==> config.mk <==
export PLATFORM = sky130hd
export DESIGN_NAME = cdb_arbiter
export DESIGN_NICKNAME = d
export VERILOG_FILES = /design/src/hdl/uop_pkg.sv /design/src/hdl/cdb_pkg.sv /design/src/hdl/cdb_arbiter.sv
export VERILOG_INCLUDE_DIRS = /design/src /design/src/hdl
export SDC_FILE = /design/constraint.sdc
export NUM_CORES = 1
export LEC_CHECK = 0
export ABC_AREA = 1
export BUFFER_PORTS_ARGS = -buffer_cell sky130_fd_sc_hd__buf_2
export CELL_PAD_IN_SITES_DETAIL_PLACEMENT = 1
export CELL_PAD_IN_SITES_GLOBAL_PLACEMENT = 1
export CORE_ASPECT_RATIO = 1.2
export CORE_MARGIN = 4
export CORE_UTILIZATION = 38
export CTS_BUF_LIST = sky130_fd_sc_hd__clkbuf_8
export DETAILED_ROUTE_END_ITERATION = 12
export GPL_TIMING_DRIVEN = 0
export PLACE_DENSITY_LB_ADDON = 0.3
export SETUP_SLACK_MARGIN = 0.15
export SYNTH_ARGS = -nofsm -noshare
export SYNTH_HDL_FRONTEND = slang
export SYNTH_SLANG_ARGS = --single-unit
==> constraint.sdc <==
create_clock -name clk -period 5.25 [get_ports clk]
set_clock_uncertainty 0.1 [all_clocks]
set_input_delay 0.7875 -clock clk [delete_from_list [all_inputs] [get_ports clk]]
set_output_delay 0.7875 -clock clk [all_outputs]
set_load 0.05 [all_outputs]
==> src/hdl/backend_config.svh <==
`ifndef BACKEND_CONFIG_SVH
`define BACKEND_CONFIG_SVH

// datapath widths
`define DATA_W            32
`define TAG_W             6   // result tag, one per in-flight op
`define ALU_OP_W          3

// issue side
`define IQ_DEPTH          4   // entries per alu queue
`define FU_COUNT          3   // identical alu queues

// result side
`define RESULT_FIFO_DEPTH 2
`define CDB_COUNT         2   // broadcast lanes per cycle

`endif

==> src/hdl/uop_pkg.sv <==
`default_nettype none

`include "backend_config.svh"

package uop_pkg;

    typedef enum logic [`ALU_OP_W-1:0] {
        ADD = 3'd0,
        SUB = 3'd1,
        AND = 3'd2,
        OR  = 3'd3,
        XOR = 3'd4,
        SLL = 3'd5, // shift amount from low bits of b
        SRL = 3'd6,
        SLT = 3'd7  // signed compare
    } alu_op_e;

    // layout of an operand that still waits for its producer
    typedef struct packed {
        logic [`DATA_W-`TAG_W-1:0] pad; // zero
        logic [`TAG_W-1:0]         tag; // producer tag
    } pending_t;

    // same word, value once ready, producer tag before that
    typedef union packed {
        logic [`DATA_W-1:0] value;
        pending_t           pending;
    } operand_u;

    typedef struct packed {
        logic     ready;
        operand_u u;
    } operand_t;

    typedef struct packed {
        alu_op_e           op;
        logic [`TAG_W-1:0] dst_tag;
        operand_t          a;
        operand_t          b;
    } uop_t;

endpackage

`default_nettype wire

==> src/hdl/cdb_pkg.sv <==
`default_nettype none

`include "backend_config.svh"

package cdb_pkg;

    typedef struct packed {
        logic [`TAG_W-1:0]  tag;
        logic [`DATA_W-1:0] data;
    } cdb_entry_t;

    // capture a broadcast value into a waiting operand
    function automatic uop_pkg::operand_t snoop_operand(
        input uop_pkg::operand_t           opnd,
        input logic [`CDB_COUNT-1:0]       lane_valid,
        input cdb_entry_t [`CDB_COUNT-1:0] lanes
    );
        uop_pkg::operand_t res;
        res = opnd;
        for (int i = 0; i < `CDB_COUNT; i++) begin
            if (!opnd.ready && lane_valid[i] && lanes[i].tag == opnd.u.pending.tag) begin
                res.ready   = 1'b1;
                res.u.value = lanes[i].data; // tag word replaced by the data
            end
        end
        return res;
    endfunction

endpackage

`default_nettype wire

==> src/hdl/cdb_arbiter.sv <==
`timescale 1ns/1ps
`default_nettype none

`include "backend_config.svh"

module cdb_arbiter (
    input  wire                                      clk,
    input  wire                                      reset_i,
    input  wire                                      flush_i,
    input  wire [`FU_COUNT-1:0]                      head_valid_i,
    input  wire cdb_pkg::cdb_entry_t [`FU_COUNT-1:0]  head_entry_i,
    output logic [`FU_COUNT-1:0]                     pop_o,
    output logic [`CDB_COUNT-1:0]                    cdb_valid_o,
    output cdb_pkg::cdb_entry_t [`CDB_COUNT-1:0]      cdb_entry_o
);

localparam int PTR_W = $clog2(`FU_COUNT);

logic [PTR_W-1:0]                    prio_q; // unit with highest priority
logic [PTR_W-1:0]                    last_d;
logic [`CDB_COUNT-1:0]               lane_vld_d;
cdb_pkg::cdb_entry_t [`CDB_COUNT-1:0] lane_ent_d;
logic                                granted;

// walk the units from the pointer, fill lanes in grant order
always_comb begin
    int idx;
    int n;
    pop_o      = '0;
    lane_vld_d = '0;
    lane_ent_d = '0;
    last_d     = prio_q;
    n          = 0;
    for (int k = 0; k < `FU_COUNT; k++) begin
        idx = int'(prio_q) + k;
        if (idx >= `FU_COUNT) begin
            idx = idx - `FU_COUNT;
        end
        if (head_valid_i[idx] && n < `CDB_COUNT) begin
            pop_o[idx]    = 1'b1;
            lane_vld_d[n] = 1'b1;
            lane_ent_d[n] = head_entry_i[idx];
            last_d        = PTR_W'(idx);
            n             = n + 1;
        end
    end
end

assign granted = |pop_o;

always_ff @(posedge clk) begin
    if (reset_i || flush_i) begin
        prio_q      <= '0;
        cdb_valid_o <= '0;
    end else begin
        cdb_valid_o <= lane_vld_d;
        if (granted) begin
            // skip past the last unit served
            prio_q <= (last_d == PTR_W'(`FU_COUNT - 1)) ? '0 : last_d + 1'b1;
        end
    end
end

always_ff @(posedge clk) begin
    cdb_entry_o <= lane_ent_d;
end

endmodule

`default_nettype wire

==> impl_results.md <==
* Average size of a mapped cell at 6.35 um^2
* Initial Util at 38.8%
* Top cells by count, synth: 133 x nor2_1, 113 x nand2_1, 112 x o21ai_0, 88 x inv_1, 83 x o22ai_1
* Final Hold Viols at 0
* Tot GR Track Use at 30.3%
* Vias per cell at 5.81
* GR met3 Demand/Resource at 4.74%
* Largest net degree at the start of global routing at 15
* PnR worst setup slack at 1.13 ns
* Critical Path Sink Type: primary output
* Hold WS at 0.467 ns
* Synthesized instance count at 881
* Max-slew violation count at 0
* Setup_tns at 0 ns
* Multi-input gate area at 3280 um^2
* Vias in the first global route at 7614
* Grt total ovfl at 0
* Clk_lat worst skew at 0.38 ns
* Die Area at 16700 um^2
* DR DRC count at 0
* Initial antenna violation count at 5
* Status: completed
* CTS H-tree depth at 3
* Die boundary width at 119 um
* Critical Path RT at 4.36 ns
* CTS Hold Bufs at 0
* Post-synth ARST share at 0%
* Most common cell in the netlist: nor2_1
* Post-CTS Setup Bufs at 0
* Synth Flop Type: dfxtp_1
* Area growth, synth to finish at 25.3%
* CTS max path bufs at 2
* RSZ-0062 raised after global routing: no
* DRT iter0 DRCs at 641
* Detail Route Antenna Nets at 0
* CP Max Fanout at 10
* Critical path class: reg -> out
* Tightest Hold Check Type: reg -> reg
* Synth area leader: dfxtp_1
* CTS tree: done
* Pre-antenna DRT Iters at 7
* Std cell rows at 48
* Routed via count at 7429
* Post-layout nets at 1218
* First-pass GRT wire length at 40.3 mm
* Count of flip-flops with a built-in enable after synthesis at 0
* Worst rel slew slack at 54.1%
* Final setup violation count at 0
* Register area at 1600 um^2
* HPWL Detailed at 19.3 mm
* M2 GR Usage at 52.1%
* Final Critical Period at 4.12 ns
* Max Fclk at 243 MHz
* Area of the core at 14400 um^2
* Met1 usage at 35.8%
* Syn Nets at 1007
* #FFs+latches synth at 80
* Synth area leaders: dfxtp_1 29%, o21ai_0 10%, o22ai_1 9.3%
* Reg clk slew, reported paths at 0.08 ns
* Fin crit share at 78.4%
* Root Buffer: clkbuf_8
* Die Y at 141 um
* Synth Warn # at 0
* Yosys top cell area share at 28.6%
* Synthesized cell area at 5590 um^2
* Gp weighted congestion at 0.943
* TritonCTS buffer count at 9
* Crit path launch type: register
* Gr busiest metal: met2
* Count of input and output buffers at 200
* Fillers at 2051
* # clock sinks at 80
* Avg WL per Cell at 20.2 um
* MaxCap Viol Count at 0
* # resized after CTS at 0
* Final WL at 25.9 mm
* Share of cells above drive strength 1 at 24.3%
* Worst path arrival time at 3.23 ns
* Io pins at 201
* Seq/Total Area, Yosys at 28.6%
* Distinct cells, synth at 33
* Post-Route Utilization at 48.6%
* Tightest Pin Transition at 0.689 ns
* Pre-CTS setup slack at 1.56 ns
==> registers in the layout (all words and copies together), names as in the netlist <==
| name | count |
|---|---|
| cdb_entry_o | 76 |
| cdb_valid_o | 2 |
| prio_q | 2 |
==> final cells by class <==
class / instances / area share (%)
clock inverters: 6 / 0.607
multi-input cells: 631 / 46.8
diodes: 6 / 0.214
plain buffers: 72 / 4.84
well taps: 175 / 3.12
repair buffers: 200 / 14.3
clock buffers: 10 / 1.96
flip-flops and latches: 80 / 22.9
inverters: 98 / 5.28
==> placed cells by master (no fill, tap or decap), types with 2 or more instances in the layout <==
cell type | Yosys | routed
o22ai_1 | 83 | 83
nor2_1 | 133 | 133
nand2_1 | 113 | 113
clkbuf_8 | 0 | 10
inv_1 | 88 | 88
ha_1 | 6 | 6
nand4_1 | 2 | 2
clkinvlp_4 | 0 | 2
buf_1 | 10 | 10
a22oi_1 | 20 | 20
a211oi_1 | 19 | 19
a31oi_1 | 4 | 4
nand2_2 | 3 | 3
o21ai_0 | 112 | 112
a21oi_1 | 54 | 54
clkbuf_1 | 29 | 29
buf_4 | 6 | 6
nand3_1 | 12 | 12
o21ai_1 | 16 | 16
diode_2 | 0 | 6
dfxtp_1 | 80 | 80
o211ai_1 | 11 | 11
a2bb2oi_1 | 21 | 21
buf_6 | 2 | 2
nor2_2 | 3 | 3
inv_2 | 8 | 8
clkinv_2 | 0 | 2
o21a_1 | 13 | 13
buf_2 | 25 | 225
==> cells by family (layout without fill, tap and decap cells) <==
kind of cell             Yosys count  after routing  share of synthesized area (%)
AO/OA/AOI/OAI                    354            354                           37.9
AND/OR/NAND/NOR                  270            270                           19.2
buffers and inverters            170            386                           12.7
flip-flops                        80             80                           28.6
adder cells (fa/ha/maj)            6              6                           1.34
multiplexers                       1              1                          0.179
other                              0              6                              0
==> final timing paths <==
kind / start / cells past startpoint / slack [ns] / end
worst min-delay path: prio_q[1] / 2 / 0.47 / prio_q[1]
worst max register to register: prio_q[0] / 16 / 1.70 / cdb_entry_o[12]
worst min register to register: prio_q[1] / 2 / 0.47 / prio_q[1]
worst max-delay path: prio_q[0] / 16 / 1.13 / pop_o[1]
==> worst max-delay path, cell delays in order, from the launching register on <==
cell and delay (ns):
dfxtp_1 0.43, inv_1 0.10, ha_1 0.29, buf_4 0.17
inv_4 0.14, nand2_1 0.07, nand3_1 0.08, nand2_2 0.14
inv_2 0.13, buf_2 0.26, ha_1 0.19, inv_1 0.12
nand3_4 0.16, nor2_1 0.06, nor2_1 0.24, inv_1 0.06
buf_2 0.21
==> per-stage QoR <==
step                      area, um^2  instances
after floorplan                 5590        881
after global placement          6810       1256
after detailed placement        6810       1256
after CTS                       6990       1272
after global routing            7010       1277
final                           7010       1278
==> per-layer routing <==
| layer | routed length (um) | vias up |
|---|---|---|
| met5 | 0 | - |
| met4 | 1110 | 0 |
| met3 | 1960 | 81 |
| met2 | 12600 | 365 |
| met1 | 10200 | 3518 |
| li1 | - | 3465 |
Power is not shown: default switching activity piles up to over one toggle a cycle in this logic, so the estimate is an artifact.
