### config.mk
export PLATFORM = sky130hd
export DESIGN_NAME = dispatch_stage
export DESIGN_NICKNAME = d
export VERILOG_FILES = /design/src/hdl/uop_pkg.sv /design/src/hdl/cdb_pkg.sv /design/src/hdl/dispatch_stage.sv
export VERILOG_INCLUDE_DIRS = /design/src /design/src/hdl
export SDC_FILE = /design/constraint.sdc
export NUM_CORES = 1
export LEC_CHECK = 0
export BUFFER_PORTS_ARGS = -buffer_cell sky130_fd_sc_hd__buf_4
export CAP_MARGIN = 20
export CORE_AREA = 5 5 90 92
export CTS_BUF_LIST = sky130_fd_sc_hd__clkbuf_8
export CTS_CLUSTER_SIZE = 12
export DETAILED_ROUTE_END_ITERATION = 6
export DIE_AREA = 0 0 95 97
export GPL_TIMING_DRIVEN = 1
export MAX_ROUTING_LAYER = met4
export PLACE_DENSITY = 0.82
export SYNTH_ARGS = -nofsm -noshare
export SYNTH_HDL_FRONTEND = slang
export SYNTH_SLANG_ARGS = --single-unit
### constraint.sdc
create_clock -name clk -period 2.5 [get_ports clk]
set_input_delay 0.5 -clock clk [delete_from_list [all_inputs] [get_ports clk]]
set_output_delay 0.5 -clock clk [all_outputs]
set_load 0.02 [all_outputs]
### src/hdl/backend_config.svh
`ifndef BACKEND_CONFIG_SVH
`define BACKEND_CONFIG_SVH

// datapath widths
`define DATA_W            32
`define TAG_W             6   // result tag, one per in-flight op
`define ALU_OP_W          3

// issue side
`define IQ_DEPTH          4   // entries per alu queue
`define FU_COUNT          3   // identical alu queues

// result side
`define RESULT_FIFO_DEPTH 2
`define CDB_COUNT         2   // broadcast lanes per cycle

`endif

### src/hdl/uop_pkg.sv
`default_nettype none

`include "backend_config.svh"

package uop_pkg;

    typedef enum logic [`ALU_OP_W-1:0] {
        ADD = 3'd0,
        SUB = 3'd1,
        AND = 3'd2,
        OR  = 3'd3,
        XOR = 3'd4,
        SLL = 3'd5, // shift amount from low bits of b
        SRL = 3'd6,
        SLT = 3'd7  // signed compare
    } alu_op_e;

    // layout of an operand that still waits for its producer
    typedef struct packed {
        logic [`DATA_W-`TAG_W-1:0] pad; // zero
        logic [`TAG_W-1:0]         tag; // producer tag
    } pending_t;

    // same word, value once ready, producer tag before that
    typedef union packed {
        logic [`DATA_W-1:0] value;
        pending_t           pending;
    } operand_u;

    typedef struct packed {
        logic     ready;
        operand_u u;
    } operand_t;

    typedef struct packed {
        alu_op_e           op;
        logic [`TAG_W-1:0] dst_tag;
        operand_t          a;
        operand_t          b;
    } uop_t;

endpackage

`default_nettype wire

### src/hdl/cdb_pkg.sv
`default_nettype none

`include "backend_config.svh"

package cdb_pkg;

    typedef struct packed {
        logic [`TAG_W-1:0]  tag;
        logic [`DATA_W-1:0] data;
    } cdb_entry_t;

    // capture a broadcast value into a waiting operand
    function automatic uop_pkg::operand_t snoop_operand(
        input uop_pkg::operand_t           opnd,
        input logic [`CDB_COUNT-1:0]       lane_valid,
        input cdb_entry_t [`CDB_COUNT-1:0] lanes
    );
        uop_pkg::operand_t res;
        res = opnd;
        for (int i = 0; i < `CDB_COUNT; i++) begin
            if (!opnd.ready && lane_valid[i] && lanes[i].tag == opnd.u.pending.tag) begin
                res.ready   = 1'b1;
                res.u.value = lanes[i].data; // tag word replaced by the data
            end
        end
        return res;
    endfunction

endpackage

`default_nettype wire

### src/hdl/dispatch_stage.sv
`timescale 1ns/1ps
`default_nettype none

`include "backend_config.svh"

module dispatch_stage (
    input  wire                                      clk,
    input  wire                                      reset_i,
    input  wire                                      disp_valid_i,
    input  wire uop_pkg::uop_t                       disp_uop_i,
    input  wire [`FU_COUNT-1:0]                      iq_ready_i,
    input  wire [`CDB_COUNT-1:0]                     cdb_valid_i,
    input  wire cdb_pkg::cdb_entry_t [`CDB_COUNT-1:0] cdb_entry_i,
    output logic                                     disp_ready_o,
    output logic [`FU_COUNT-1:0]                     iq_valid_o,
    output uop_pkg::uop_t                            iq_uop_o
);

localparam int PTR_W = $clog2(`FU_COUNT);

logic [PTR_W-1:0] rr_ptr_q; // queue tried first
logic [PTR_W-1:0] sel;
logic             found;
logic             fire;

// first queue with space, counting from the round-robin pointer
always_comb begin
    int idx;
    found = 1'b0;
    sel   = rr_ptr_q;
    for (int k = 0; k < `FU_COUNT; k++) begin
        idx = int'(rr_ptr_q) + k;
        if (idx >= `FU_COUNT) begin
            idx = idx - `FU_COUNT;
        end
        if (!found && iq_ready_i[idx]) begin
            found = 1'b1;
            sel   = PTR_W'(idx);
        end
    end
end

assign disp_ready_o = found;
assign fire         = disp_valid_i && found;

always_comb begin
    iq_valid_o = '0;
    if (fire) begin
        iq_valid_o[sel] = 1'b1;
    end
end

// operands whose producer is on the cdb right now would miss it in the queue
always_comb begin
    iq_uop_o   = disp_uop_i;
    iq_uop_o.a = cdb_pkg::snoop_operand(disp_uop_i.a, cdb_valid_i, cdb_entry_i);
    iq_uop_o.b = cdb_pkg::snoop_operand(disp_uop_i.b, cdb_valid_i, cdb_entry_i);
end

always_ff @(posedge clk) begin
    if (reset_i) begin
        rr_ptr_q <= '0;
    end else if (fire) begin
        // next search starts after the queue just used
        rr_ptr_q <= (sel == PTR_W'(`FU_COUNT - 1)) ? '0 : sel + 1'b1;
    end
end

endmodule

`default_nettype wire

==> flow_summary_export.csv <==
group,metric,value,unit
grt,grt_pass1_wl,14.2,mm
synth,synth-edff-count,0,
sta,finalSetupTns,0,ns
placement,placed_area,0.00375,sq mm
sta,slew_headroom,0.810,
placement,post-place-cells,595,
power_and_ir_drop,internal_power,598,uW
synth,synth_cells,298,
sta,whs,0.457,ns
placement,routabilityCongestion,0.858,
final_layout,largest_reg_flops,2,
sta,fin_crit_sh,0.991,
drt,drt-wirelength-per-cell,15.5,um
die,die_w,95,um
die,start_util,0.289,
power_and_ir_drop,peakVddDrop,0.000231,V
drt,drt_iter0_drc,87,
final_layout,regArea,42.5,sq um
drt,drt_pass1_iterations,4,
synth,synth.largest_area_cell,"mux2i_1",
final_layout,final_core_util,0.547,
grt,antenna_found_initial,0,
power_and_ir_drop,clkPwrFrac,0.123,
synth,synthFlopType,"dfxtp_1",
grt,overflow,0,
power_and_ir_drop,switching_share,0.412,
clocking,htreeDepth,1,
sta,rsz0062_at_grt,"yes",
clocking,hold_buffers,0,
drt,antenna_left,0,
synth,yosysSeqAreaShare,0.0194,
setup_path,cp_max_fo,6,
sta,fin_crit,2.48,ns
clocking,clk_pin_slew,0.03,ns
power_and_ir_drop,power.switching,418,uW
power_and_ir_drop,p_leak,2.33,nW
setup_path,worstSetupEndpointType,"primary output",
die,dieArea,0.00922,sq mm
final_layout,regMostFlops,"rr_ptr_q",
placement,hpwlAfterDp,7.84,mm
final_layout,largestRegisters,"rr_ptr_q x2",
drt,wirelength,9.42,mm
sta,slew_viol_final,0,
grt,grt_max_degree,46,
synth,synth_cell_types,37,
power_and_ir_drop,pwr-share-seq,0.047,
power_and_ir_drop,power_density,260,mW/mm^2
clocking,cts_buffers,3,
final_layout,fillers,680,
final_layout,areaGrowthSynthToFinish,89.4,%
synth,synth_area,0.00206,sq mm
power_and_ir_drop,finalPower,1.02,mW
placement,place_ws,0.0312,ns
sta,final.setup.worst_slack,0.0233,ns
clocking,clk_latency,0.21,ns
die,die_height,97,um
sta,worst_slew_pin_slew,0.282,ns
final_layout,final_nets,672,
synth,synth.area.top_cells,"mux2i_1 32%, a21oi_1 17%, nor2_1 12%",
final_layout,drive_above_1_share,0.514,
final_layout,fin_cells,607,
setup_path,critPathKind,"flop to primary output",
clocking,root_buffer,"clkbuf_8",
sta,max_clock_freq,404,MHz
grt,grt.total_usage,0.189,
synth,netlist.area_leader.share,0.316,
setup_path,cp-start-kind,"flop",
drt,via_count,2956,
final_layout,multi_input_area,0.00183,sq mm
synth,ys_async_sr_fraction,0,
synth,yosysMostFrequentCell,"a21oi_1",
synth,syn_nets,460,
flow_run,cap_violations,0,
setup_path,arrival,1.98,ns
min_path,hp-class,"input port to flop",
die,ios,238,
status,status,"finished clean",
final_layout,finalInstanceArea,0.00390,sq mm
clocking,tritoncts,"done",
sta,fin_skew,0.00193,ns
clocking,clk_path_buf_depth,2,
clocking,cts_sinks,2,
drt,viasPerCell,4.87,
synth,syn_area_per_cell,6.92,sq um
die,rows,31,
sta,finalSetupViolations,0,
die,core_area,0.00714,sq mm
final_layout,diodes,0,
grt,grt_pass1_vias,3030,
synth,yosysWarnings,0,
synth,synth_seq_cells,2,
synth,synthTopCellsByCount,"68 x a21oi_1, 65 x mux2i_1, 64 x nor2_1",
placement,port_buffers,219,
power_and_ir_drop,comb_power_share,0.830,
drt,drc,0,
setup_path,required,2.00,ns
sta,finalHoldViolCount,0,
-- cell families after synthesis --
| logic type | Yosys count | share of synthesized area |
|---|---|---|
| compound gates | 77 | 0.205 |
| xor+xnor | 24 | 0.102 |
| fa+ha+maj | 3 | 0.0182 |
| buf+inv | 35 | 0.111 |
| flops | 2 | 0.0194 |
| mux | 66 | 0.323 |
| simple gates | 91 | 0.222 |
-- metal layers --
layer	share of wire	track usage	up-vias	wire length, um
li1	-	-	1456	-
met5	0	-	-	0
met2	0.50	0.342	170	4670
met3	0.10	0.0341	24	945
met4	0.021	0.0400	0	194
met1	0.38	0.212	1306	3610
-- power groups by stage --
stage	Clock, mW	Combinational [mW]	Sequential, mW
4_1_cts	0.126	0.810	0.0459
2_1_floorplan	0	0.390	0.0443
6_report	0.125	0.843	0.0480
3_5_place_dp	0	0.745	0.0446
5_1_grt	0.129	0.902	0.0497
3_3_place_gp	0	0.727	0.0441
-- worst paths after layout --
kind	endpoint	depth (start not counted)	startpoint	slack, ns
worst max register to register	rr_ptr_q[0]$_SDFFE_PP0P_	13	rr_ptr_q[0]$_SDFFE_PP0P_	0.13
worst max-delay path	iq_valid_o[0]	9	rr_ptr_q[0]$_SDFFE_PP0P_	0.02
worst min-delay path	rr_ptr_q[0]$_SDFFE_PP0P_	2	reset_i	0.46
worst min register to register	rr_ptr_q[1]$_SDFFE_PP0P_	2	rr_ptr_q[1]$_SDFFE_PP0P_	0.52
-- repair_timing --
action,4_1_cts,5_1_grt
pin swaps,4,9
endpoints found under the setup margin,3,26
gates resized for setup,3,12
buffers inserted,8,2
hold endpoints to repair,0,0
-- area by class of cell --
| class | instances | share of cell area |
|---|---|---|
| Timing Repair Buffer | 237 | 0.474 |
| Multi-Input combinational cell | 261 | 0.468 |
| Clock buffer | 3 | 0.0106 |
| Sequential cell | 2 | 0.0109 |
| Tap cell | 99 | 0.0317 |
| Inverter | 5 | 0.00481 |
-- worst max-delay path, cell delays in order (launching register included) --
cell,delay (ns)
dfxtp_2,0.32
inv_2,0.05
ha_4,0.29
mux2_4,0.32
a21oi_4,0.16
nand2_1,0.09
a21oi_2,0.15
nand4bb_1,0.17
inv_1,0.06
buf_4,0.15
-- layout by cell type (no fill, tap or decap), types with 2 or more instances in the layout --
cell type	n
xnor2_1	8
clkbuf_8	3
a21oi_1	67
nand4_4	2
buf_12	5
dfxtp_2	2
a21oi_2	2
xor2_1	16
nand4_1	2
mux2i_1	63
nand2b_1	2
inv_1	4
nor2_1	64
nor3b_1	2
nor3_1	2
mux2i_2	2
nor3b_2	2
buf_6	3
nand3b_1	2
buf_4	228
nand2_1	4
nor2b_1	2
nor3_2	2
Power figures use the tool's default switching activity.
