[src/hdl/backend_config.svh]
`ifndef BACKEND_CONFIG_SVH
`define BACKEND_CONFIG_SVH

// datapath widths
`define DATA_W            32
`define TAG_W             6   // result tag, one per in-flight op
`define ALU_OP_W          3

// issue side
`define IQ_DEPTH          4   // entries per alu queue
`define FU_COUNT          3   // identical alu queues

// result side
`define RESULT_FIFO_DEPTH 2
`define CDB_COUNT         2   // broadcast lanes per cycle

`endif

[src/hdl/uop_pkg.sv]
`default_nettype none

`include "backend_config.svh"

package uop_pkg;

    typedef enum logic [`ALU_OP_W-1:0] {
        ADD = 3'd0,
        SUB = 3'd1,
        AND = 3'd2,
        OR  = 3'd3,
        XOR = 3'd4,
        SLL = 3'd5, // shift amount from low bits of b
        SRL = 3'd6,
        SLT = 3'd7  // signed compare
    } alu_op_e;

    // layout of an operand that still waits for its producer
    typedef struct packed {
        logic [`DATA_W-`TAG_W-1:0] pad; // zero
        logic [`TAG_W-1:0]         tag; // producer tag
    } pending_t;

    // same word, value once ready, producer tag before that
    typedef union packed {
        logic [`DATA_W-1:0] value;
        pending_t           pending;
    } operand_u;

    typedef struct packed {
        logic     ready;
        operand_u u;
    } operand_t;

    typedef struct packed {
        alu_op_e           op;
        logic [`TAG_W-1:0] dst_tag;
        operand_t          a;
        operand_t          b;
    } uop_t;

endpackage

`default_nettype wire

[src/hdl/cdb_pkg.sv]
`default_nettype none

`include "backend_config.svh"

package cdb_pkg;

    typedef struct packed {
        logic [`TAG_W-1:0]  tag;
        logic [`DATA_W-1:0] data;
    } cdb_entry_t;

    // capture a broadcast value into a waiting operand
    function automatic uop_pkg::operand_t snoop_operand(
        input uop_pkg::operand_t           opnd,
        input logic [`CDB_COUNT-1:0]       lane_valid,
        input cdb_entry_t [`CDB_COUNT-1:0] lanes
    );
        uop_pkg::operand_t res;
        res = opnd;
        for (int i = 0; i < `CDB_COUNT; i++) begin
            if (!opnd.ready && lane_valid[i] && lanes[i].tag == opnd.u.pending.tag) begin
                res.ready   = 1'b1;
                res.u.value = lanes[i].data; // tag word replaced by the data
            end
        end
        return res;
    endfunction

endpackage

`default_nettype wire

[src/hdl/alu_issue_queue.sv]
`timescale 1ns/1ps
`default_nettype none

`include "backend_config.svh"

module alu_issue_queue (
    input  wire                                      clk,
    input  wire                                      reset_i,
    input  wire                                      flush_i,
    input  wire                                      iq_valid_i,
    input  wire uop_pkg::uop_t                       iq_uop_i,
    input  wire [`CDB_COUNT-1:0]                     cdb_valid_i,
    input  wire cdb_pkg::cdb_entry_t [`CDB_COUNT-1:0] cdb_entry_i,
    input  wire                                      res_ready_i,
    output logic                                     iq_ready_o,
    output logic                                     res_valid_o,
    output cdb_pkg::cdb_entry_t                      res_entry_o
);

localparam int IDX_W = $clog2(`IQ_DEPTH);
localparam int SH_W  = $clog2(`DATA_W);

// slot 0 holds the oldest op, younger ones follow
uop_pkg::uop_t         slot_q     [`IQ_DEPTH];
logic [`IQ_DEPTH-1:0]  slot_vld_q;
uop_pkg::uop_t         woke       [`IQ_DEPTH];
uop_pkg::uop_t         slot_d     [`IQ_DEPTH];
logic [`IQ_DEPTH-1:0]  slot_vld_d;

logic [IDX_W-1:0]      issue_idx;
logic                  issue_any;
logic                  issue_fire;
uop_pkg::uop_t         issue_uop;
logic                  alu_free;

logic                  alu_vld_q;
cdb_pkg::cdb_entry_t   alu_res_q;

function automatic logic [`DATA_W-1:0] alu_calc(input uop_pkg::uop_t u);
    logic [`DATA_W-1:0] a;
    logic [`DATA_W-1:0] b;
    logic [`DATA_W-1:0] r;
    a = u.a.u.value;
    b = u.b.u.value;
    case (u.op)
        uop_pkg::ADD: r = a + b;
        uop_pkg::SUB: r = a - b;
        uop_pkg::AND: r = a & b;
        uop_pkg::OR:  r = a | b;
        uop_pkg::XOR: r = a ^ b;
        uop_pkg::SLL: r = a << b[SH_W-1:0];
        uop_pkg::SRL: r = a >> b[SH_W-1:0];
        uop_pkg::SLT: r = {{(`DATA_W-1){1'b0}}, $signed(a) < $signed(b)};
        default:      r = '0;
    endcase
    return r;
endfunction

assign iq_ready_o = !slot_vld_q[`IQ_DEPTH-1]; // last slot free means room

// stored operands listen to both cdb lanes
always_comb begin
    for (int i = 0; i < `IQ_DEPTH; i++) begin
        woke[i]   = slot_q[i];
        woke[i].a = cdb_pkg::snoop_operand(slot_q[i].a, cdb_valid_i, cdb_entry_i);
        woke[i].b = cdb_pkg::snoop_operand(slot_q[i].b, cdb_valid_i, cdb_entry_i);
    end
end

// oldest op whose operands were ready at the last edge
always_comb begin
    issue_any = 1'b0;
    issue_idx = '0;
    for (int i = 0; i < `IQ_DEPTH; i++) begin
        if (!issue_any && slot_vld_q[i] && slot_q[i].a.ready && slot_q[i].b.ready) begin
            issue_any = 1'b1;
            issue_idx = IDX_W'(i);
        end
    end
end

assign issue_uop  = slot_q[issue_idx];
assign alu_free   = !alu_vld_q || res_ready_i; // empty or drained this cycle
assign issue_fire = issue_any && alu_free;

// close the gap left by the issued op, then append the new one
always_comb begin
    logic placed;
    placed = 1'b0;
    for (int i = 0; i < `IQ_DEPTH; i++) begin
        slot_d[i]     = woke[i];
        slot_vld_d[i] = slot_vld_q[i];
    end
    if (issue_fire) begin
        for (int i = 0; i < `IQ_DEPTH - 1; i++) begin
            if (i >= int'(issue_idx)) begin
                slot_d[i]     = woke[i+1];
                slot_vld_d[i] = slot_vld_q[i+1];
            end
        end
        slot_vld_d[`IQ_DEPTH-1] = 1'b0;
    end
    if (iq_valid_i) begin
        for (int i = 0; i < `IQ_DEPTH; i++) begin
            if (!placed && !slot_vld_d[i]) begin
                slot_d[i]     = iq_uop_i; // already patched by dispatch
                slot_vld_d[i] = 1'b1;
                placed        = 1'b1;
            end
        end
    end
end

always_ff @(posedge clk) begin
    if (reset_i || flush_i) begin
        slot_vld_q <= '0;
        alu_vld_q  <= 1'b0;
    end else begin
        slot_vld_q <= slot_vld_d;
        if (issue_fire) begin
            alu_vld_q <= 1'b1;
        end else if (res_ready_i) begin
            alu_vld_q <= 1'b0;
        end
    end
end

always_ff @(posedge clk) begin
    slot_q <= slot_d;
    if (issue_fire) begin
        alu_res_q.tag  <= issue_uop.dst_tag;
        alu_res_q.data <= alu_calc(issue_uop);
    end
end

assign res_valid_o = alu_vld_q;
assign res_entry_o = alu_res_q; // held while the fifo is full

endmodule

`default_nettype wire

[config.mk]
export PLATFORM = sky130hd
export DESIGN_NAME = alu_issue_queue
export DESIGN_NICKNAME = d
export VERILOG_FILES = /design/src/hdl/uop_pkg.sv /design/src/hdl/cdb_pkg.sv /design/src/hdl/alu_issue_queue.sv
export VERILOG_INCLUDE_DIRS = /design/src /design/src/hdl
export SDC_FILE = /design/constraint.sdc
export NUM_CORES = 2
export LEC_CHECK = 0
export BUFFER_PORTS_ARGS = -buffer_cell sky130_fd_sc_hd__buf_2
export CAP_MARGIN = 10
export CORE_MARGIN = 3
export CORE_UTILIZATION = 55
export DETAILED_ROUTE_END_ITERATION = 8
export MAX_ROUTING_LAYER = met4
export PLACE_DENSITY_LB_ADDON = 0.2
export SLEW_MARGIN = 0
export SYNTH_ARGS = -nofsm -noshare
export SYNTH_HDL_FRONTEND = slang
export SYNTH_SLANG_ARGS = --single-unit
[constraint.sdc]
create_clock -name clk -period 6 [get_ports clk]
set_clock_uncertainty 0.15 [all_clocks]
set_input_delay 0 -clock clk [delete_from_list [all_inputs] [get_ports clk]]
set_output_delay 0 -clock clk [all_outputs]
set_load 0.02 [all_outputs]
==> results.py <==
metrics = {
    "yosys": {
        "synthArstFlopShare_pct": 0,
        "synth-edff-count": 47,
        "yosys_warnings": 0,
        "synth_seq_cells": 343,
        "syn_area_sq_um": 29920,
        "synth_cells": 4136,
        "synth_flop_cell": "dfxtp_1",
        "postSynthAreaPerCell_sq_um": 7.235,
        "seq_area_frac_synth_pct": 24.52,
        "synthesis.nets": 4393,
        "synth_cell_types": 92,
    },
    "setup_path": {
        "critPathLaunchType": "flop",
        "cp_top_family": "compound AO/OA/AOI/OAI gates",
        "rr_worst_depth": 22,
        "crit_path_max_fanout": 8,
        "slowest_stage": "fa_1",
        "slowest_delay_ns": 0.46,
        "cp-end-kind": "flop",
        "critPathKind": "reg -> reg",
        "rr_endpoint": "res_entry_o[18]$_DFFE_PP_",
        "crit_buf_inv": 5,
        "arrival_ns": 5.95,
        "worst_ep_required_time_ns": 6.15,
        "path_cells": "buf_4 -> nand3_1 -> buf_4 -> nand2_1 -> o22ai_1 -> a22o_1 -> buf_4 -> inv_1 -> ha_1 -> inv_1 -> fa_1 -> nand2b_1 -> a21oi_1 -> nor2_1 -> o31ai_1 -> a21oi_1 -> o31ai_1 -> a21o_1 -> a21oi_1 -> a22o_1 -> o21ai_0 -> o2111ai_1",
        "r2r_setup_slack_ns": 0.20,
        "r2r-start": "slot_vld_q[2]$_SDFF_PP0_",
    },
    "global_route": {
        "grt_max_degree": 93,
        "grt_pass1_vias": 31170,
        "grt_antenna_before_repair": 5,
        "track_usage_pct": 43.83,
        "gr-total-overflow": 0,
        "grt_pass1_wl_um": 189100,
    },
    "place": {
        "hpwl_um": 85160,
        "dp_slack_ns": 0.1628,
        "portBuffers": 197,
        "finalWeightedCongestion": 1.032,
    },
    "floorplanning": {
        "initial_core_util_pct": 56.27,
        "io_pins": 198,
        "die_area_sq_um": 57240,
        "die_w_um": 239.3,
        "core_sq_um": 53180,
        "die_y_um": 239.3,
        "rows": 84,
    },
    "timing": {
        "post-route-period-util_pct": 96.63,
        "worst_slew_pin_slew_ns": 1.149,
        "hold-worst-slack_ns": 0.02656,
        "slew_headroom_pct": 23.43,
        "layout_setup_ws_ns": 0.2024,
        "hold_viol_final": 0,
        "setup_viol": 0,
        "fmax_mhz": 172.5,
        "maxSlewViolCount": 0,
        "period_minus_slack_ns": 5.798,
        "final.setup.tns_ns": 0,
    },
    "cells_and_area": {
        "layout-drive-gt1-share_pct": 12.43,
        "fin_nets": 4627,
        "area_growth_pct": 18.41,
    },
    "hold_path": {
        "whs_path_depth": 2,
        "hold_class": "in -> reg",
        "hp-start": "iq_uop_i[72]",
        "min_to": "slot_q[72]$_DFFE_PP_",
    },
    "drt": {
        "vias_per_cell": 6.476,
        "detail_route.wl_per_cell_um": 24.72,
        "via_count": 33010,
        "drt_iter0_drc": 4317,
        "drtPass1Iterations": 8,
        "drc": 0,
        "drtAntennaViolNets": 0,
        "drt-total-wl_um": 126000,
    },
    "status": {
        "status": "complete, no violations",
    },
    "clocking": {
        "clk_path_buf_depth": 3,
        "cts_tree": "built",
        "h-tree-depth": 2,
        "cts_buffers": 42,
        "clk_pin_slew_ns": 0.06,
        "cts_sinks": 343,
        "root_buffer": "clkbuf_16",
        "clock_latency_ns": 0.61,
    },
    "pwr": {
        "power_density_nw_per_um2": 344.5,
        "p_total_uw": 12210,
        "peakVddDrop_mv": 0.2880,
        "power_leakage_uw": 0.01379,
    },
    "job": {
        "drv_cap": 0,
    },
}
worst register-to-register path: stages, from the launching register on:
cell,delay (ns)
dfxtp_1,0.42
buf_4,0.19
nand3_1,0.14
buf_4,0.20
nand2_1,0.16
o22ai_1,0.14
a22o_1,0.28
buf_4,0.16
inv_1,0.11
ha_1,0.23
inv_1,0.08
fa_1,0.46
nand2b_1,0.18
a21oi_1,0.19
nor2_1,0.12
o31ai_1,0.41
a21oi_1,0.37
o31ai_1,0.40
a21o_1,0.17
a21oi_1,0.08
a22o_1,0.18
o21ai_0,0.45
o2111ai_1,0.24
kinds of logic after synthesis:
group	after synthesis	share of synthesized area [%]
buf+inv	505	6.678
mux	511	17.80
compound gates	1231	24.39
flops	343	24.52
xor+xnor	112	3.278
fa+ha+maj	99	4.190
simple gates	1335	19.15
how the worst max path moves through the flow:
stage / from / endpoint / slack [ns] / cells after the start
finish: slot_vld_q[2]$_SDFF_PP0_ / res_entry_o[18]$_DFFE_PP_ / 0.20 / 22
floorplan: slot_q[107]$_DFF_P_ / res_entry_o[0]$_DFFE_PP_ / 0.38 / 21
global route: slot_vld_q[1]$_SDFF_PP0_ / res_entry_o[0]$_DFFE_PP_ / -0.004 / 19
CTS: slot_vld_q[3]$_SDFF_PP0_ / res_entry_o[0]$_DFFE_PP_ / 0.18 / 18
global placement: slot_vld_q[1]$_SDFF_PP0_ / res_entry_o[18]$_DFFE_PP_ / 0.36 / 19
detailed placement: slot_vld_q[3]$_SDFF_PP0_ / res_entry_o[0]$_DFFE_PP_ / 0.16 / 18
stage by stage:
step,cell area [sq um],utilization [%],instances
CTS,35360,66.49,5087
global placement,31480,59.20,4761
global route,35430,66.61,5094
detailed placement,31480,59.20,4761
finish,35430,66.63,5097
floorplan,29920,-,4136
cell usage after synthesis, types with 10 or more instances:
cell type | count | area (sq um)
nand2_1 | 545 | 2046
nor2_1 | 505 | 1896
a21oi_1 | 479 | 2397
mux2i_1 | 434 | 4344
o21ai_0 | 364 | 1822
clkbuf_1 | 302 | 1134
dfxtp_1 | 296 | 5926
ha_1 | 97 | 1214
nand3_1 | 94 | 470.5
inv_1 | 93 | 349.1
a211oi_1 | 84 | 630.6
xnor2_1 | 60 | 525.5
mux2_2 | 57 | 641.9
xor2_1 | 52 | 455.4
buf_2 | 48 | 240.2
edfxtp_1 | 47 | 1411
buf_1 | 44 | 165.2
o211ai_1 | 43 | 322.8
and2_1 | 34 | 212.7
nor3_1 | 31 | 155.2
a21o_1 | 29 | 217.7
a31oi_1 | 29 | 181.4
nor4_1 | 19 | 118.9
and3_1 | 17 | 106.4
nand4_1 | 17 | 106.4
o22ai_1 | 17 | 106.4
o31ai_1 | 16 | 120.1
a22oi_1 | 14 | 105.1
o21bai_1 | 14 | 105.1
a32oi_1 | 13 | 113.9
nor3b_1 | 11 | 82.58
o221ai_1 | 11 | 96.34
o2111ai_1 | 10 | 87.58
o21a_1 | 10 | 75.07
registers in the layout, summed over array words and instances, names as in the netlist:
| name | count |
|---|---|
| res_entry_o | 38 |
| res_valid_o | 1 |
| slot_q | 300 |
| slot_vld_q | 4 |
power breakdown:
part           switching (uW)  total [uW]  internal, uW
combinational            3260        5820          2560
clock                    1120        2590          1470
sequential                687        3800          3110
total                    5060       12200          7140
cell type report:
cell class / instances / area (sq um)
Antenna cell: 8 / 20.02
Timing Repair Buffer: 592 / 4646
Tap cell: 688 / 860.8
Inverter: 103 / 387.9
Fill cell: 4631 / 17750
Multi-Input combinational cell: 3288 / 20820
Clock buffer: 64 / 1194
Sequential cell: 343 / 7337
Clock inverter: 11 / 168.9
cell usage in the layout, fill, tap and decap left out, drive strengths merged, types with 60 or more instances in the layout:
cell type / instances
nand2: 545
nor2: 506
a21oi: 479
mux2i: 446
o21ai: 371
buf: 341
dfxtp: 296
dlygate4sd3: 251
inv: 102
ha: 97
nand3: 95
a211oi: 85
mux2: 65
clkbuf: 64
xnor2: 60
layer usage:
metal  global-route usage, %  vias up  wire, um
li1                        -    15070         -
met5                       -        -         0
met3                   9.741      467     14130
met2                   65.41     2112     54830
met4                   21.79        0      6838
met1                   56.01    15360     50220
what timing repair did:
item | in CTS | in global routing
hold endpoints to repair | 305 | 0
resized for setup | 0 | 6
buffers inserted | 0 | 2
endpoints found under the setup margin | 0 | 5
hold buffers | 251 | 0
No activity file was read; power rests on OpenSTA's default activity.
