[src/hdl/backend_config.svh]
`ifndef BACKEND_CONFIG_SVH
`define BACKEND_CONFIG_SVH

// datapath widths
`define DATA_W            32
`define TAG_W             6   // result tag, one per in-flight op
`define ALU_OP_W          3

// issue side
`define IQ_DEPTH          4   // entries per alu queue
`define FU_COUNT          3   // identical alu queues

// result side
`define RESULT_FIFO_DEPTH 2
`define CDB_COUNT         2   // broadcast lanes per cycle

`endif

[src/hdl/uop_pkg.sv]
`default_nettype none

`include "backend_config.svh"

package uop_pkg;

    typedef enum logic [`ALU_OP_W-1:0] {
        ADD = 3'd0,
        SUB = 3'd1,
        AND = 3'd2,
        OR  = 3'd3,
        XOR = 3'd4,
        SLL = 3'd5, // shift amount from low bits of b
        SRL = 3'd6,
        SLT = 3'd7  // signed compare
    } alu_op_e;

    // layout of an operand that still waits for its producer
    typedef struct packed {
        logic [`DATA_W-`TAG_W-1:0] pad; // zero
        logic [`TAG_W-1:0]         tag; // producer tag
    } pending_t;

    // same word, value once ready, producer tag before that
    typedef union packed {
        logic [`DATA_W-1:0] value;
        pending_t           pending;
    } operand_u;

    typedef struct packed {
        logic     ready;
        operand_u u;
    } operand_t;

    typedef struct packed {
        alu_op_e           op;
        logic [`TAG_W-1:0] dst_tag;
        operand_t          a;
        operand_t          b;
    } uop_t;

endpackage

`default_nettype wire

[src/hdl/cdb_pkg.sv]
`default_nettype none

`include "backend_config.svh"

package cdb_pkg;

    typedef struct packed {
        logic [`TAG_W-1:0]  tag;
        logic [`DATA_W-1:0] data;
    } cdb_entry_t;

    // capture a broadcast value into a waiting operand
    function automatic uop_pkg::operand_t snoop_operand(
        input uop_pkg::operand_t           opnd,
        input logic [`CDB_COUNT-1:0]       lane_valid,
        input cdb_entry_t [`CDB_COUNT-1:0] lanes
    );
        uop_pkg::operand_t res;
        res = opnd;
        for (int i = 0; i < `CDB_COUNT; i++) begin
            if (!opnd.ready && lane_valid[i] && lanes[i].tag == opnd.u.pending.tag) begin
                res.ready   = 1'b1;
                res.u.value = lanes[i].data; // tag word replaced by the data
            end
        end
        return res;
    endfunction

endpackage

`default_nettype wire

[src/hdl/result_fifo.sv]
`timescale 1ns/1ps
`default_nettype none

`include "backend_config.svh"

module result_fifo (
    input  wire                      clk,
    input  wire                      reset_i,
    input  wire                      flush_i,
    input  wire                      wr_valid_i,
    input  wire cdb_pkg::cdb_entry_t wr_entry_i,
    input  wire                      pop_i,
    output logic                     wr_ready_o,
    output logic                     head_valid_o,
    output cdb_pkg::cdb_entry_t      head_entry_o
);

localparam int PTR_W = ($clog2(`RESULT_FIFO_DEPTH) > 0) ? $clog2(`RESULT_FIFO_DEPTH) : 1;
localparam int CNT_W = $clog2(`RESULT_FIFO_DEPTH + 1);

cdb_pkg::cdb_entry_t mem_q [`RESULT_FIFO_DEPTH];
logic [PTR_W-1:0]    wr_ptr_q;
logic [PTR_W-1:0]    rd_ptr_q;
logic [CNT_W-1:0]    count_q;
logic                push;
logic                pop;

function automatic logic [PTR_W-1:0] ptr_inc(input logic [PTR_W-1:0] p);
    return (p == PTR_W'(`RESULT_FIFO_DEPTH - 1)) ? '0 : p + 1'b1;
endfunction

assign wr_ready_o   = (count_q != CNT_W'(`RESULT_FIFO_DEPTH));
assign head_valid_o = (count_q != '0);
assign head_entry_o = mem_q[rd_ptr_q]; // no bypass from the write side
assign push         = wr_valid_i && wr_ready_o;
assign pop          = pop_i && head_valid_o;

always_ff @(posedge clk) begin
    if (reset_i || flush_i) begin
        wr_ptr_q <= '0;
        rd_ptr_q <= '0;
        count_q  <= '0;
    end else begin
        if (push) begin
            wr_ptr_q <= ptr_inc(wr_ptr_q);
        end
        if (pop) begin
            rd_ptr_q <= ptr_inc(rd_ptr_q);
        end
        if (push && !pop) begin
            count_q <= count_q + 1'b1;
        end else if (pop && !push) begin
            count_q <= count_q - 1'b1;
        end
    end
end

always_ff @(posedge clk) begin
    if (push) begin
        mem_q[wr_ptr_q] <= wr_entry_i;
    end
end

endmodule

`default_nettype wire

[config.mk]
export PLATFORM = sky130hd
export DESIGN_NAME = result_fifo
export DESIGN_NICKNAME = d
export VERILOG_FILES = /design/src/hdl/uop_pkg.sv /design/src/hdl/cdb_pkg.sv /design/src/hdl/result_fifo.sv
export VERILOG_INCLUDE_DIRS = /design/src /design/src/hdl
export SDC_FILE = /design/constraint.sdc
export NUM_CORES = 1
export LEC_CHECK = 0
export BUFFER_PORTS_ARGS = -buffer_cell sky130_fd_sc_hd__buf_4
export CORE_MARGIN = 2
export CORE_UTILIZATION = 53
export CTS_BUF_LIST = sky130_fd_sc_hd__clkbuf_4
export CTS_CLUSTER_SIZE = 28
export DETAILED_ROUTE_END_ITERATION = 8
export HOLD_SLACK_MARGIN = 0.08
export PLACE_DENSITY = 0.81
export SYNTH_ARGS = -nofsm -noshare
export SYNTH_HDL_FRONTEND = slang
export SYNTH_SLANG_ARGS = --single-unit
[constraint.sdc]
create_clock -name clk -period 2.3 [get_ports clk]
set_input_delay 0.115 -clock clk [delete_from_list [all_inputs] [get_ports clk]]
set_output_delay 0.115 -clock clk [all_outputs]
set_load 0.02 [all_outputs]
==> run_results.csv, run 1 <==
group,metric,value,unit
global_route,overflow,0,
synth,async_flop_share,0,%
synth,avgSynthCellArea,20.78,um2
setup_path,crit_arrival,1770,ps
synth,ys_warn_count,0,
final_layout,drive_gt1_share,50.71,%
clock_network,clk_pin_slew,110,ps
synth,syn_inst,143,
setup_path,crit_slowest_cell,"dfxtp_2",
pwr,peakVddDrop,0.0006226,V
die,rows,27,
sta,maxSlewViolCount,0,
final_layout,fin_nets,321,
sta,setup_viol,0,
pwr,powerDensity,736.5,nW/um2
final_layout,nFillCells,333,
clock_network,cts_buffer_depth,2,
setup_path,critPathKind,"reg -> out",
pwr,p_leak,1.632,nW
setup_path,critical_path_required,2180,ps
setup_path,worstSetupStartpointType,"flop",
run_status,outcome,"finished clean",
clock_network,clkLatencyLatePin,400,ps
synth,synth_area_leaders,"edfxtp_1, mux2_2, dfxtp_1, xor2_1, buf_6",
clock_network,cts_root_buf,"clkbuf_4",
synth,yosys_most_used_dff,"edfxtp_1",
synth,synth_top_area_share,76.80,%
synth,synthesis.nets,187,
drt,drtAntennaViolNets,0,
final_layout,area_growth,44.17,%
setup_path,path_cells,"buf_12 -> mux2_2 -> buf_4",
die,core_area,5473,um2
drt,wl_per_cell,15.59,um
drt,first_pass_iters,4,
placed_design,hpwl,3263,um
hold_path,hp-class,"in -> reg",
sta,finalCriticalPeriod,1881,ps
die,die_h,78.88,um
final_layout,n_antenna_cell,0,
global_route,grt_pass1_wl,8328,um
setup_path,r2r_slack,600,ps
final_layout,utilization,78.28,%
setup_path,end_kind,"primary output",
sta,hold_viol,0,
synth,synth.most_common_cell,"edfxtp_1",
drt,vias_per_cell,4.972,
global_route,grt_max_degree,39,
clock_network,cts.repair.resized,0,
sta,period_share,81.79,%
sta,max-slew-margin-rel,65.88,%
run,cap_violations,0,
drt,drt-total-wl,5519,um
synth,syn_area,2972,um2
sta,rsz0062_at_grt,"no",
global_route,track_usage,18.37,%
synth,yosysSeqAreaShare,80.17,%
synth,synth_edf_count,76,
synth,ys_seq_elements,81,
placed_design,routabilityCongestion,0.6900,
sta,fmax,531.6,MHz
synth,yosysUniqueCellTypes,18,
clock_network,cts_tree,"done",
setup_path,path_max_fanout,24,
synth,synth_largest_area_cell,"edfxtp_1",
clock_network,postCtsSetupBuffers,0,
global_route,grt_pass1_vias,1798,
drt,first_iter_violations,84,
drt,route.detailed.drc,0,
clock_network,cts_buffers,9,
placed_design,io_buffers,82,
global_route,antenna_found_initial,0,
sta,skew,7.966,ps
clock_network,htreeDepth,3,
sta,max_slew.worst_pin.slew,511.7,ps
die,fp.dieArea,6222,um2
die,start_util,54.30,%
clock_network,clock-sinks,81,
drt,vias,1760,
die,dieWidth,78.88,um
die,io_pins,83,
synth,synthTopCellsByCount,"edfxtp_1, mux2_2, dfxtp_1",
sta,fin_tns_setup,0,ps
setup_path,max_stage_delay,590,ps
==> metrics by stage <==
stage	setup WS (ps)	area, um2	total power (W)	std cells	hold slack [ps]
after floorplan	205.1	2972	0.001946	143	213.9
after global placement	729.2	3682	0.002123	296	300.4
after detailed placement	648.7	3682	0.002132	296	302.8
after CTS	396.4	4284	0.003185	354	154.2
after global routing	339.1	4284	0.003266	354	227.2
final	418.9	4284	0.003155	354	177.8
==> registers in the layout (all words and copies together), names as in the netlist, named ones only <==
register and flops:
rd_ptr_q 1, mem_q 76, wr_ptr_q 1, count_q 2
==> path summary, 6_finish.rpt <==
| kind | end | from | depth (start not counted) |
|---|---|---|---|
| hold reg to reg | flop | rd_ptr_q$_SDFFE_PP0P_ | 2 |
| setup / recovery | head_entry_o[22] | flop | 3 |
| hold / removal | flop | pop_i | 4 |
| setup reg to reg | count_q[1]$_SDFFE_PP0P_ | count_q[0]$_SDFFE_PP0P_ | 5 |
==> cell usage in the layout (no fill, tap or decap) <==
master         Yosys  final
edfxtp_1          76     76
nor2_1             3      3
a21oi_1            2      2
clkinvlp_4         0      1
ha_1               1      1
clkinv_2           0      1
nand3b_1           1      1
xor2_1             3      3
bufinv_16          0      3
or3_1              1      1
or2_2              2      2
o21ai_0            2      2
dfxtp_2            0      1
dlygate4sd3_1      0     42
buf_4              0     84
nand2b_1           1      1
clkbuf_4           0     10
mux2_2            38     38
clkinv_1           0      1
a21bo_2            1      1
and3_2             0      1
buf_12             0      1
dfxtp_1            5      4
and2_1             1      1
inv_1              1      1
==> what timing repair did <==
| item | in CTS | in global routing |
|---|---|---|
| setup endpoints to repair | 0 | 0 |
| endpoints found under the hold margin | 81 | 0 |
| hold buffers | 42 | 0 |
==> layout make-up <==
type | instances | area, um2 | area share [%]
clock inverters | 6 | 106.4 | 2.482
flip-flops and latches | 81 | 2384 | 55.64
repair buffers | 127 | 1071 | 25.00
multi-input cells | 57 | 554.3 | 12.94
inverters | 1 | 3.754 | 0.08762
well taps | 72 | 90.09 | 2.103
clock buffers | 10 | 75.07 | 1.752
==> kinds of logic after synthesis <==
logic type,share of synthesized area [%]
adders and majority gates,0.4210
xor gates and xnor gates,0.8844
and+or+nand+nor,1.895
buffers and inverters,1.221
DFF,80.17
muxes,14.40
AOI/OAI and AO/OA,1.011
==> power by group <==
group	internal, W	switching (W)
combinational	0.000232	0.000207
sequential	0.00170	0.0000221
clock	0.000558	0.000440
total	0.00249	0.000670
==> layer usage <==
layer  vias up  part of all wire, %  GRT usage, %
li1        824                    -             -
met1       885                   38         20.14
met2        44                   56         32.74
met3         7                  4.4         4.659
met4         0                  1.2         9.828
met5         -                    0             0
==> worst max-delay path: cells and delay by family, from the launching register on <==
| kind | cells | cell delay [ps] |
|---|---|---|
| flops | 1 | 590 |
| buf+inv | 2 | 400 |
| mux | 1 | 360 |
Note: power is estimated with default switching activity, not from simulation.
==> run 2, diff against run 1 <==
--- a/config.mk
+++ b/config.mk
@@ -6,14 +6,15 @@
 export SDC_FILE = /design/constraint.sdc
 export NUM_CORES = 1
 export LEC_CHECK = 0
+export ABC_AREA = 1
 export BUFFER_PORTS_ARGS = -buffer_cell sky130_fd_sc_hd__buf_4
 export CORE_MARGIN = 2
-export CORE_UTILIZATION = 53
+export CORE_UTILIZATION = 49
 export CTS_BUF_LIST = sky130_fd_sc_hd__clkbuf_4
 export CTS_CLUSTER_SIZE = 28
 export DETAILED_ROUTE_END_ITERATION = 8
 export HOLD_SLACK_MARGIN = 0.08
-export PLACE_DENSITY = 0.81
+export PLACE_DENSITY = 0.78
 export SYNTH_ARGS = -nofsm -noshare
 export SYNTH_HDL_FRONTEND = slang
 export SYNTH_SLANG_ARGS = --single-unit
==> constraint.sdc (replaced) <==
create_clock -name clk -period 1.53 [get_ports clk]
set_input_delay 0.0765 -clock clk [delete_from_list [all_inputs] [get_ports clk]]
set_output_delay 0.0765 -clock clk [all_outputs]
set_load 0.02 [all_outputs]
==> run_results.csv, run 2 <==
group,metric,value,unit
sta,period_share,102.9,%
drt,vias_per_cell,4.849,
sta,layout_setup_ws,-45.07,ps
die,start_util,51.32,%
die,die_h,83.21,um
drt,vias,1804,
final_layout,drive_gt1_share,50.17,%
synth,synth_edf_count,76,
sta,fin_tns_setup,-561.5,ps
global_route,grt_pass1_wl,9522,um
final_layout,fin_nets,336,
final_layout,largest_reg_flops,76,
drt,drt-total-wl,6318,um
die,dieWidth,83.21,um
die,core_area,5991,um2
final_layout,nFillCells,352,
run_status,violations,"negative setup slack",
sta,finalCriticalPeriod,1575,ps
hold_path,hold_path.startpoint,"wr_valid_i",
synth,synth_top_area_share,74.24,%
clock_network,clock-sinks,81,
setup_path,timing.rr.end,"count_q[1]$_SDFFE_PP0P_",
setup_path,end_kind,"primary output",
setup_path,critical_path_required,1450,ps
global_route,antenna_found_initial,0,
synth,syn_area,3074,um2
placed_design,routabilityCongestion,0.7405,
die,rows,28,
global_route,grt_pass1_vias,2001,
sta,fmax,634.9,MHz
clock_network,cts_root_buf,"clkbuf_4",
sta,holdWs,115.2,ps
sta,max-slew-margin-rel,84.73,%
setup_path,cp_num_buf_inv,2,
synth,async_flop_share,0,%
run,cap_violations,0,
hold_path,hp-class,"in -> reg",
drt,drtAntennaViolNets,0,
synth,yosysUniqueCellTypes,19,
sta,maxSlewViolCount,0,
clock_network,postCtsSetupBuffers,0,
setup_path,r2r_slack,100,ps
synth,synth_area_leaders,"edfxtp_1, mux2_4, mux2_2, dfxtp_1, buf_6",
placed_design,placed_area,3860,um2
setup_path,path_cells,"clkbuf_16 -> mux2_2 -> buf_6",
clock_network,clkLatencyLatePin,410,ps
synth,avgSynthCellArea,19.83,um2
final_layout,layout_commonest_cell,"edfxtp_1",
setup_path,critPathKind,"reg -> out",
drt,met2_length,3637,um
pwr,p_total,0.004598,W
setup_path,path_max_fanout,9,
synth,synth.most_common_cell,"edfxtp_1",
sta,rsz0062_at_grt,"yes",
placed_design,place_ws,96.51,ps
setup_path,reg2reg_from,"count_q[1]$_SDFFE_PP0P_",
sta,skew,16.43,ps
setup_path,crit_arrival,1500,ps
sta,hold_viol,0,
global_route,overflow,0,
drt,first_iter_violations,83,
final_layout,reg_top3,"mem_q: 76 flops, count_q: 2 flops",
placed_design,io_buffers,82,
die,io_pins,83,
clock_network,cts_buffers,9,
setup_path,reg2regPathDepth,9,
final_layout,fin_area,4644,um2
final_layout,area_growth,51.08,%
setup_path,worstSetupStartpointType,"flop",
die,fp.dieArea,6923,um2
drt,routedLengthMet1,2313,um
drt,top_layer_used,"met4",
clock_network,clk_pin_slew,110,ps
synth,ys_seq_elements,81,
global_route,track_usage,17.93,%
setup_path,max_stage_delay,430,ps
drt,wl_per_cell,16.98,um
final_layout,regMostFlops,"mem_q",
clock_network,htreeDepth,3,
clock_network,cts_buffer_depth,2,
hold_path,hold_depth,5,
synth,ys_warn_count,0,
synth,yosys_most_used_dff,"edfxtp_1",
synth,yosysSeqAreaShare,77.49,%
sta,setup_viol,26,
hold_path,min_to,"wr_ptr_q$_SDFFE_PP0P_",
final_layout,n_antenna_cell,0,
drt,route.detailed.drc,0,
final_layout,layout_common_cells,"edfxtp_1, buf_4, dlygate4sd3_1",
synth,syn_inst,155,
sta,max_slew.worst_pin.slew,228.3,ps
setup_path,crit_family,"flip-flops",
setup_path,crit_slowest_cell,"dfxtp_4",
drt,wl_met3,238,um
clock_network,cts_tree,"done",
synth,synthTopCellsByCount,"edfxtp_1, mux2_4, mux2_2",
placed_design,hpwl,3561,um
synth,synthesis.nets,199,
pwr,p_leak,1.822,nW
setup_path,worst-path-stages,3,
pwr,powerDensity,990.0,nW/um2
pwr,peakVddDrop,0.0007280,V
run_status,outcome,"finished, violations left",
global_route,grt_max_degree,24,
drt,first_pass_iters,4,
synth,synth_largest_area_cell,"edfxtp_1",
==> run 2: cell types whose count changed after synthesis, sizes merged, moves of 2 or more <==
cell,delta
nand2,+8
inv,+7
nor2,+4
nand3,+2
or2,-2
xor2,-2
==> run 2: area by class of cell <==
| class | instances | area (um2) | area share, % |
|---|---|---|---|
| Sequential cell | 81 | 2389 | 51.43 |
| Clock inverter | 6 | 58.81 | 1.266 |
| Multi-Input combinational cell | 62 | 676.9 | 14.57 |
| Clock buffer | 10 | 75.07 | 1.616 |
| Timing Repair Buffer | 130 | 1321 | 28.45 |
| Inverter | 8 | 30.03 | 0.6466 |
| Tap cell | 75 | 93.84 | 2.020 |
==> run 2: worst max path at each step <==
| stage | start | endpoint | slack, ps |
|---|---|---|---|
| after floorplan | count_q[0]$_SDFFE_PP0P_ | mem_q[1][0]$_DFFE_PP_ | -110 |
| after global placement | count_q[0]$_SDFFE_PP0P_ | mem_q[1][13]$_DFFE_PP_ | 210 |
| after detailed placement | count_q[1]$_SDFFE_PP0P_ | count_q[1]$_SDFFE_PP0P_ | 100 |
| after CTS | flop | head_entry_o[33] | -100 |
| after global routing | flop | head_entry_o[17] | -100 |
| final | flop | head_entry_o[17] | -50 |
==> run 2: metrics by stage <==
step                instances  utilization (%)
floorplan                 155                -
global placement          313            64.43
detailed placement        313            64.43
CTS                       371            75.27
global route              372            77.53
finish                    372            77.53
==> run 2: repair_timing <==
item,4_1_cts,5_1_grt
resized for setup,22,30
hold buffers,41,0
hold endpoints to repair,81,0
gates cloned,1,1
pin swaps,0,0
endpoints found under the setup margin,38,40
==> run 2: where the power goes <==
| group | internal [W] | switching, W | total [W] |
|---|---|---|---|
| Combinational | 0.000462 | 0.000362 | 0.000824 |
| Sequential | 0.00255 | 0.0000364 | 0.00258 |
| Clock | 0.000507 | 0.000682 | 0.00119 |
| Total | 0.00352 | 0.00108 | 0.00460 |
==> run 2: layer usage <==
metal	vias to the layer above	global-route usage (%)
li1	863	-
met4	0	8.942
met1	879	19.42
met3	10	3.181
met5	-	0
met2	52	33.36
==> run 2: cell families (layout without fill, tap and decap cells) <==
| logic type | Yosys count | in the layout | synth area share (%) |
|---|---|---|---|
| AOI/OAI and AO/OA | 3 | 3 | 0.6102 |
| and+or+nand+nor | 19 | 19 | 2.605 |
| xor gates and xnor gates | 1 | 1 | 0.2850 |
| buffers and inverters | 12 | 154 | 2.238 |
| muxes | 38 | 38 | 16.36 |
| adders and majority gates | 1 | 1 | 0.4069 |
| DFF | 81 | 81 | 77.49 |
==> run 2: worst reg2reg max path, cell delays in order (launching register included) <==
cell and delay, ps:
dfxtp_2 380, inv_1 80, nand2_1 140, nand2_1 80
ha_1 300, inv_1 90, nand3_1 80, nand2_1 80
inv_1 50, nor2_1 90
==> run 3, diff against run 2 <==
--- a/config.mk
+++ b/config.mk
@@ -8,13 +8,14 @@
 export LEC_CHECK = 0
 export ABC_AREA = 1
 export BUFFER_PORTS_ARGS = -buffer_cell sky130_fd_sc_hd__buf_4
-export CORE_MARGIN = 2
-export CORE_UTILIZATION = 49
+export CELL_PAD_IN_SITES_DETAIL_PLACEMENT = 2
+export CELL_PAD_IN_SITES_GLOBAL_PLACEMENT = 2
+export CORE_UTILIZATION = 35
 export CTS_BUF_LIST = sky130_fd_sc_hd__clkbuf_4
 export CTS_CLUSTER_SIZE = 28
 export DETAILED_ROUTE_END_ITERATION = 8
 export HOLD_SLACK_MARGIN = 0.08
-export PLACE_DENSITY = 0.78
+export PLACE_DENSITY_LB_ADDON = 0.1
 export SYNTH_ARGS = -nofsm -noshare
 export SYNTH_HDL_FRONTEND = slang
 export SYNTH_SLANG_ARGS = --single-unit
==> run_results.csv, run 3 (same netlist as run 2, synthesis figures left out) <==
group,metric,value,unit
placed_design,routabilityCongestion,0.6483,
die,io_pins,83,
setup_path,critical_path_required,1450,ps
placed_design,io_buffers,82,
final_layout,largest_reg_flops,76,
final_layout,layout_commonest_cell,"edfxtp_1",
setup_path,r2r_slack,130,ps
hold_path,hp-class,"in -> reg",
final_layout,fin_nets,338,
final_layout,drive_gt1_share,51.17,%
clock_network,cts_buffers,9,
drt,top_layer_used,"met4",
placed_design,placed_area,3905,um2
final_layout,regMostFlops,"mem_q",
drt,first_pass_iters,3,
sta,rsz0062_at_grt,"yes",
drt,routedLengthMet1,2948,um
setup_path,reg2reg_from,"count_q[0]$_SDFFE_PP0P_",
setup_path,reg2regPathDepth,5,
hold_path,min_to,"wr_ptr_q$_SDFFE_PP0P_",
final_layout,fin_area,4710,um2
sta,fmax,625.8,MHz
drt,met2_length,4082,um
setup_path,timing.rr.end,"mem_q[1][13]$_DFFE_PP_",
drt,vias_per_cell,4.579,
final_layout,reg_top3,"mem_q: 76 flops, count_q: 2 flops",
drt,wl_met3,247,um
die,core_area,8341,um2
run_status,violations,"negative setup slack",
final_layout,area_growth,53.20,%
drt,drtAntennaViolNets,0,
clock_network,cts_tree,"done",
global_route,track_usage,17.37,%
placed_design,hpwl,4181,um
final_layout,n_antenna_cell,0,
pwr,p_total,0.004993,W
hold_path,hold_path.startpoint,"wr_valid_i",
sta,hold_viol,0,
final_layout,nFillCells,740,
sta,finalCriticalPeriod,1598,ps
setup_path,path_max_fanout,16,
pwr,switching_power,0.001133,W
pwr,p_leak,1.837,nW
sta,max_slew.worst_pin.slew,198.2,ps
setup_path,critPathKind,"reg -> out",
sta,max-slew-margin-rel,86.65,%
final_layout,final_cells,404,
sta,period_share,104.4,%
drt,route.detailed.drc,0,
sta,skew,20.42,ps
pwr,powerDensity,1060,nW/um2
drt,first_iter_violations,57,
drt,wl_per_cell,18.17,um
run,cap_violations,0,
clock_network,clk_pin_slew,120,ps
setup_path,end_kind,"primary output",
hold_path,hold_depth,5,
global_route,grt_pass1_vias,2124,
sta,layout_setup_ws,-67.89,ps
drt,drt-total-wl,7342,um
sta,maxSlewViolCount,0,
pwr,netSwitchingFraction,22.68,%
clock_network,clock-sinks,81,
pwr,seqPwrFrac,51.8,%
pwr,p_clk_share,32.0,%
pwr,p_int,0.003861,W
sta,fin_tns_setup,-1255,ps
die,die_h,95.72,um
setup_path,worstSetupStartpointType,"flop",
die,start_util,36.86,%
sta,setup_viol,25,
clock_network,htreeDepth,3,
die,dieWidth,95.72,um
clock_network,cts_root_buf,"clkbuf_4",
clock_network,clkLatencyLatePin,420,ps
clock_network,cts_buffer_depth,2,
drt,vias,1850,
final_layout,utilization,56.47,%
final_layout,layout_common_cells,"edfxtp_1, buf_4, dlygate4sd3_1",
die,fp.dieArea,9162,um2
placed_design,place_inst,344,
pwr,pwr-share-comb,16.2,%
die,rows,33,
global_route,overflow,0,
run_status,outcome,"finished, violations left",
pwr,peakVddDrop,0.0004579,V
setup_path,crit_arrival,1520,ps
global_route,grt_pass1_wl,11170,um
global_route,antenna_found_initial,0,
global_route,grt_max_degree,23,
run 3: changes by cell type in the layout (fill, tap and decap cells not counted), sizes merged:
| cell | change |
|---|---|
| buf | +3 |
| bufinv | +2 |
| clkinv | -2 |
| clkinvlp | -1 |
run 3: worst max-delay path: stages (launching register included):
cell     delay, ps
dfxtp_4        420
buf_12         170
mux2_2         360
buf_4          160
run 3: how the worst max path moves through the flow:
| stage | from | end | slack (ps) | cells past startpoint |
|---|---|---|---|---|
| floorplan | count_q[0]$_SDFFE_PP0P_ | mem_q[1][0]$_DFFE_PP_ | -110 | 4 |
| global placement | count_q[0]$_SDFFE_PP0P_ | mem_q[1][1]$_DFFE_PP_ | 180 | 5 |
| detailed placement | count_q[1]$_SDFFE_PP0P_ | count_q[1]$_SDFFE_PP0P_ | 150 | 9 |
| CTS | flop | head_entry_o[26] | -100 | 3 |
| global route | flop | head_entry_o[28] | -140 | 3 |
| finish | flop | head_entry_o[28] | -70 | 3 |
run 3: power groups by stage:
| stage | Sequential, W | Combinational, W | Clock [W] |
|---|---|---|---|
| 6_report | 0.00259 | 0.000808 | 0.00160 |
| 5_1_grt | 0.00260 | 0.000865 | 0.00172 |
| 4_1_cts | 0.00259 | 0.000814 | 0.00164 |
| 3_5_place_dp | 0.00263 | 0.000657 | 0 |
| 3_3_place_gp | 0.00262 | 0.000648 | 0 |
| 2_1_floorplan | 0.00262 | 0.000339 | 0 |
run 3: area by class of cell:
cell class,count,area [um2],share of cell area (%)
timing repair buffer,132,1315,27.92
inverter,8,30.03,0.6376
multi-input combinational,62,658.1,13.97
clock buffer,11,82.58,1.753
tap,105,131.4,2.790
sequential,81,2389,50.72
clock inverter,5,103.9,2.205
run 3: what timing repair did:
action	4_1_cts	5_1_grt
cloned	2	0
endpoints found under the hold margin	81	0
hold buffers	41	0
buffers inserted	1	0
endpoints found under the setup margin	38	39
resized for setup	36	2
run 3: through the flow:
stage	setup WS, ps	hold slack [ps]
after detailed placement	148.8	247.6
after global placement	182.4	242.1
after global routing	-136.0	189.5
after floorplan	-110.6	145.9
final	-67.89	162.0
after CTS	-104.6	133.7
run 3: routing by layer:
| metal | GRT usage [%] | vias to the layer above |
|---|---|---|
| met1 | 20.05 | 921 |
| met4 | 5.970 | 0 |
| met5 | 0 | - |
| met3 | 3.318 | 7 |
| met2 | 32.08 | 56 |
| li1 | - | 866 |
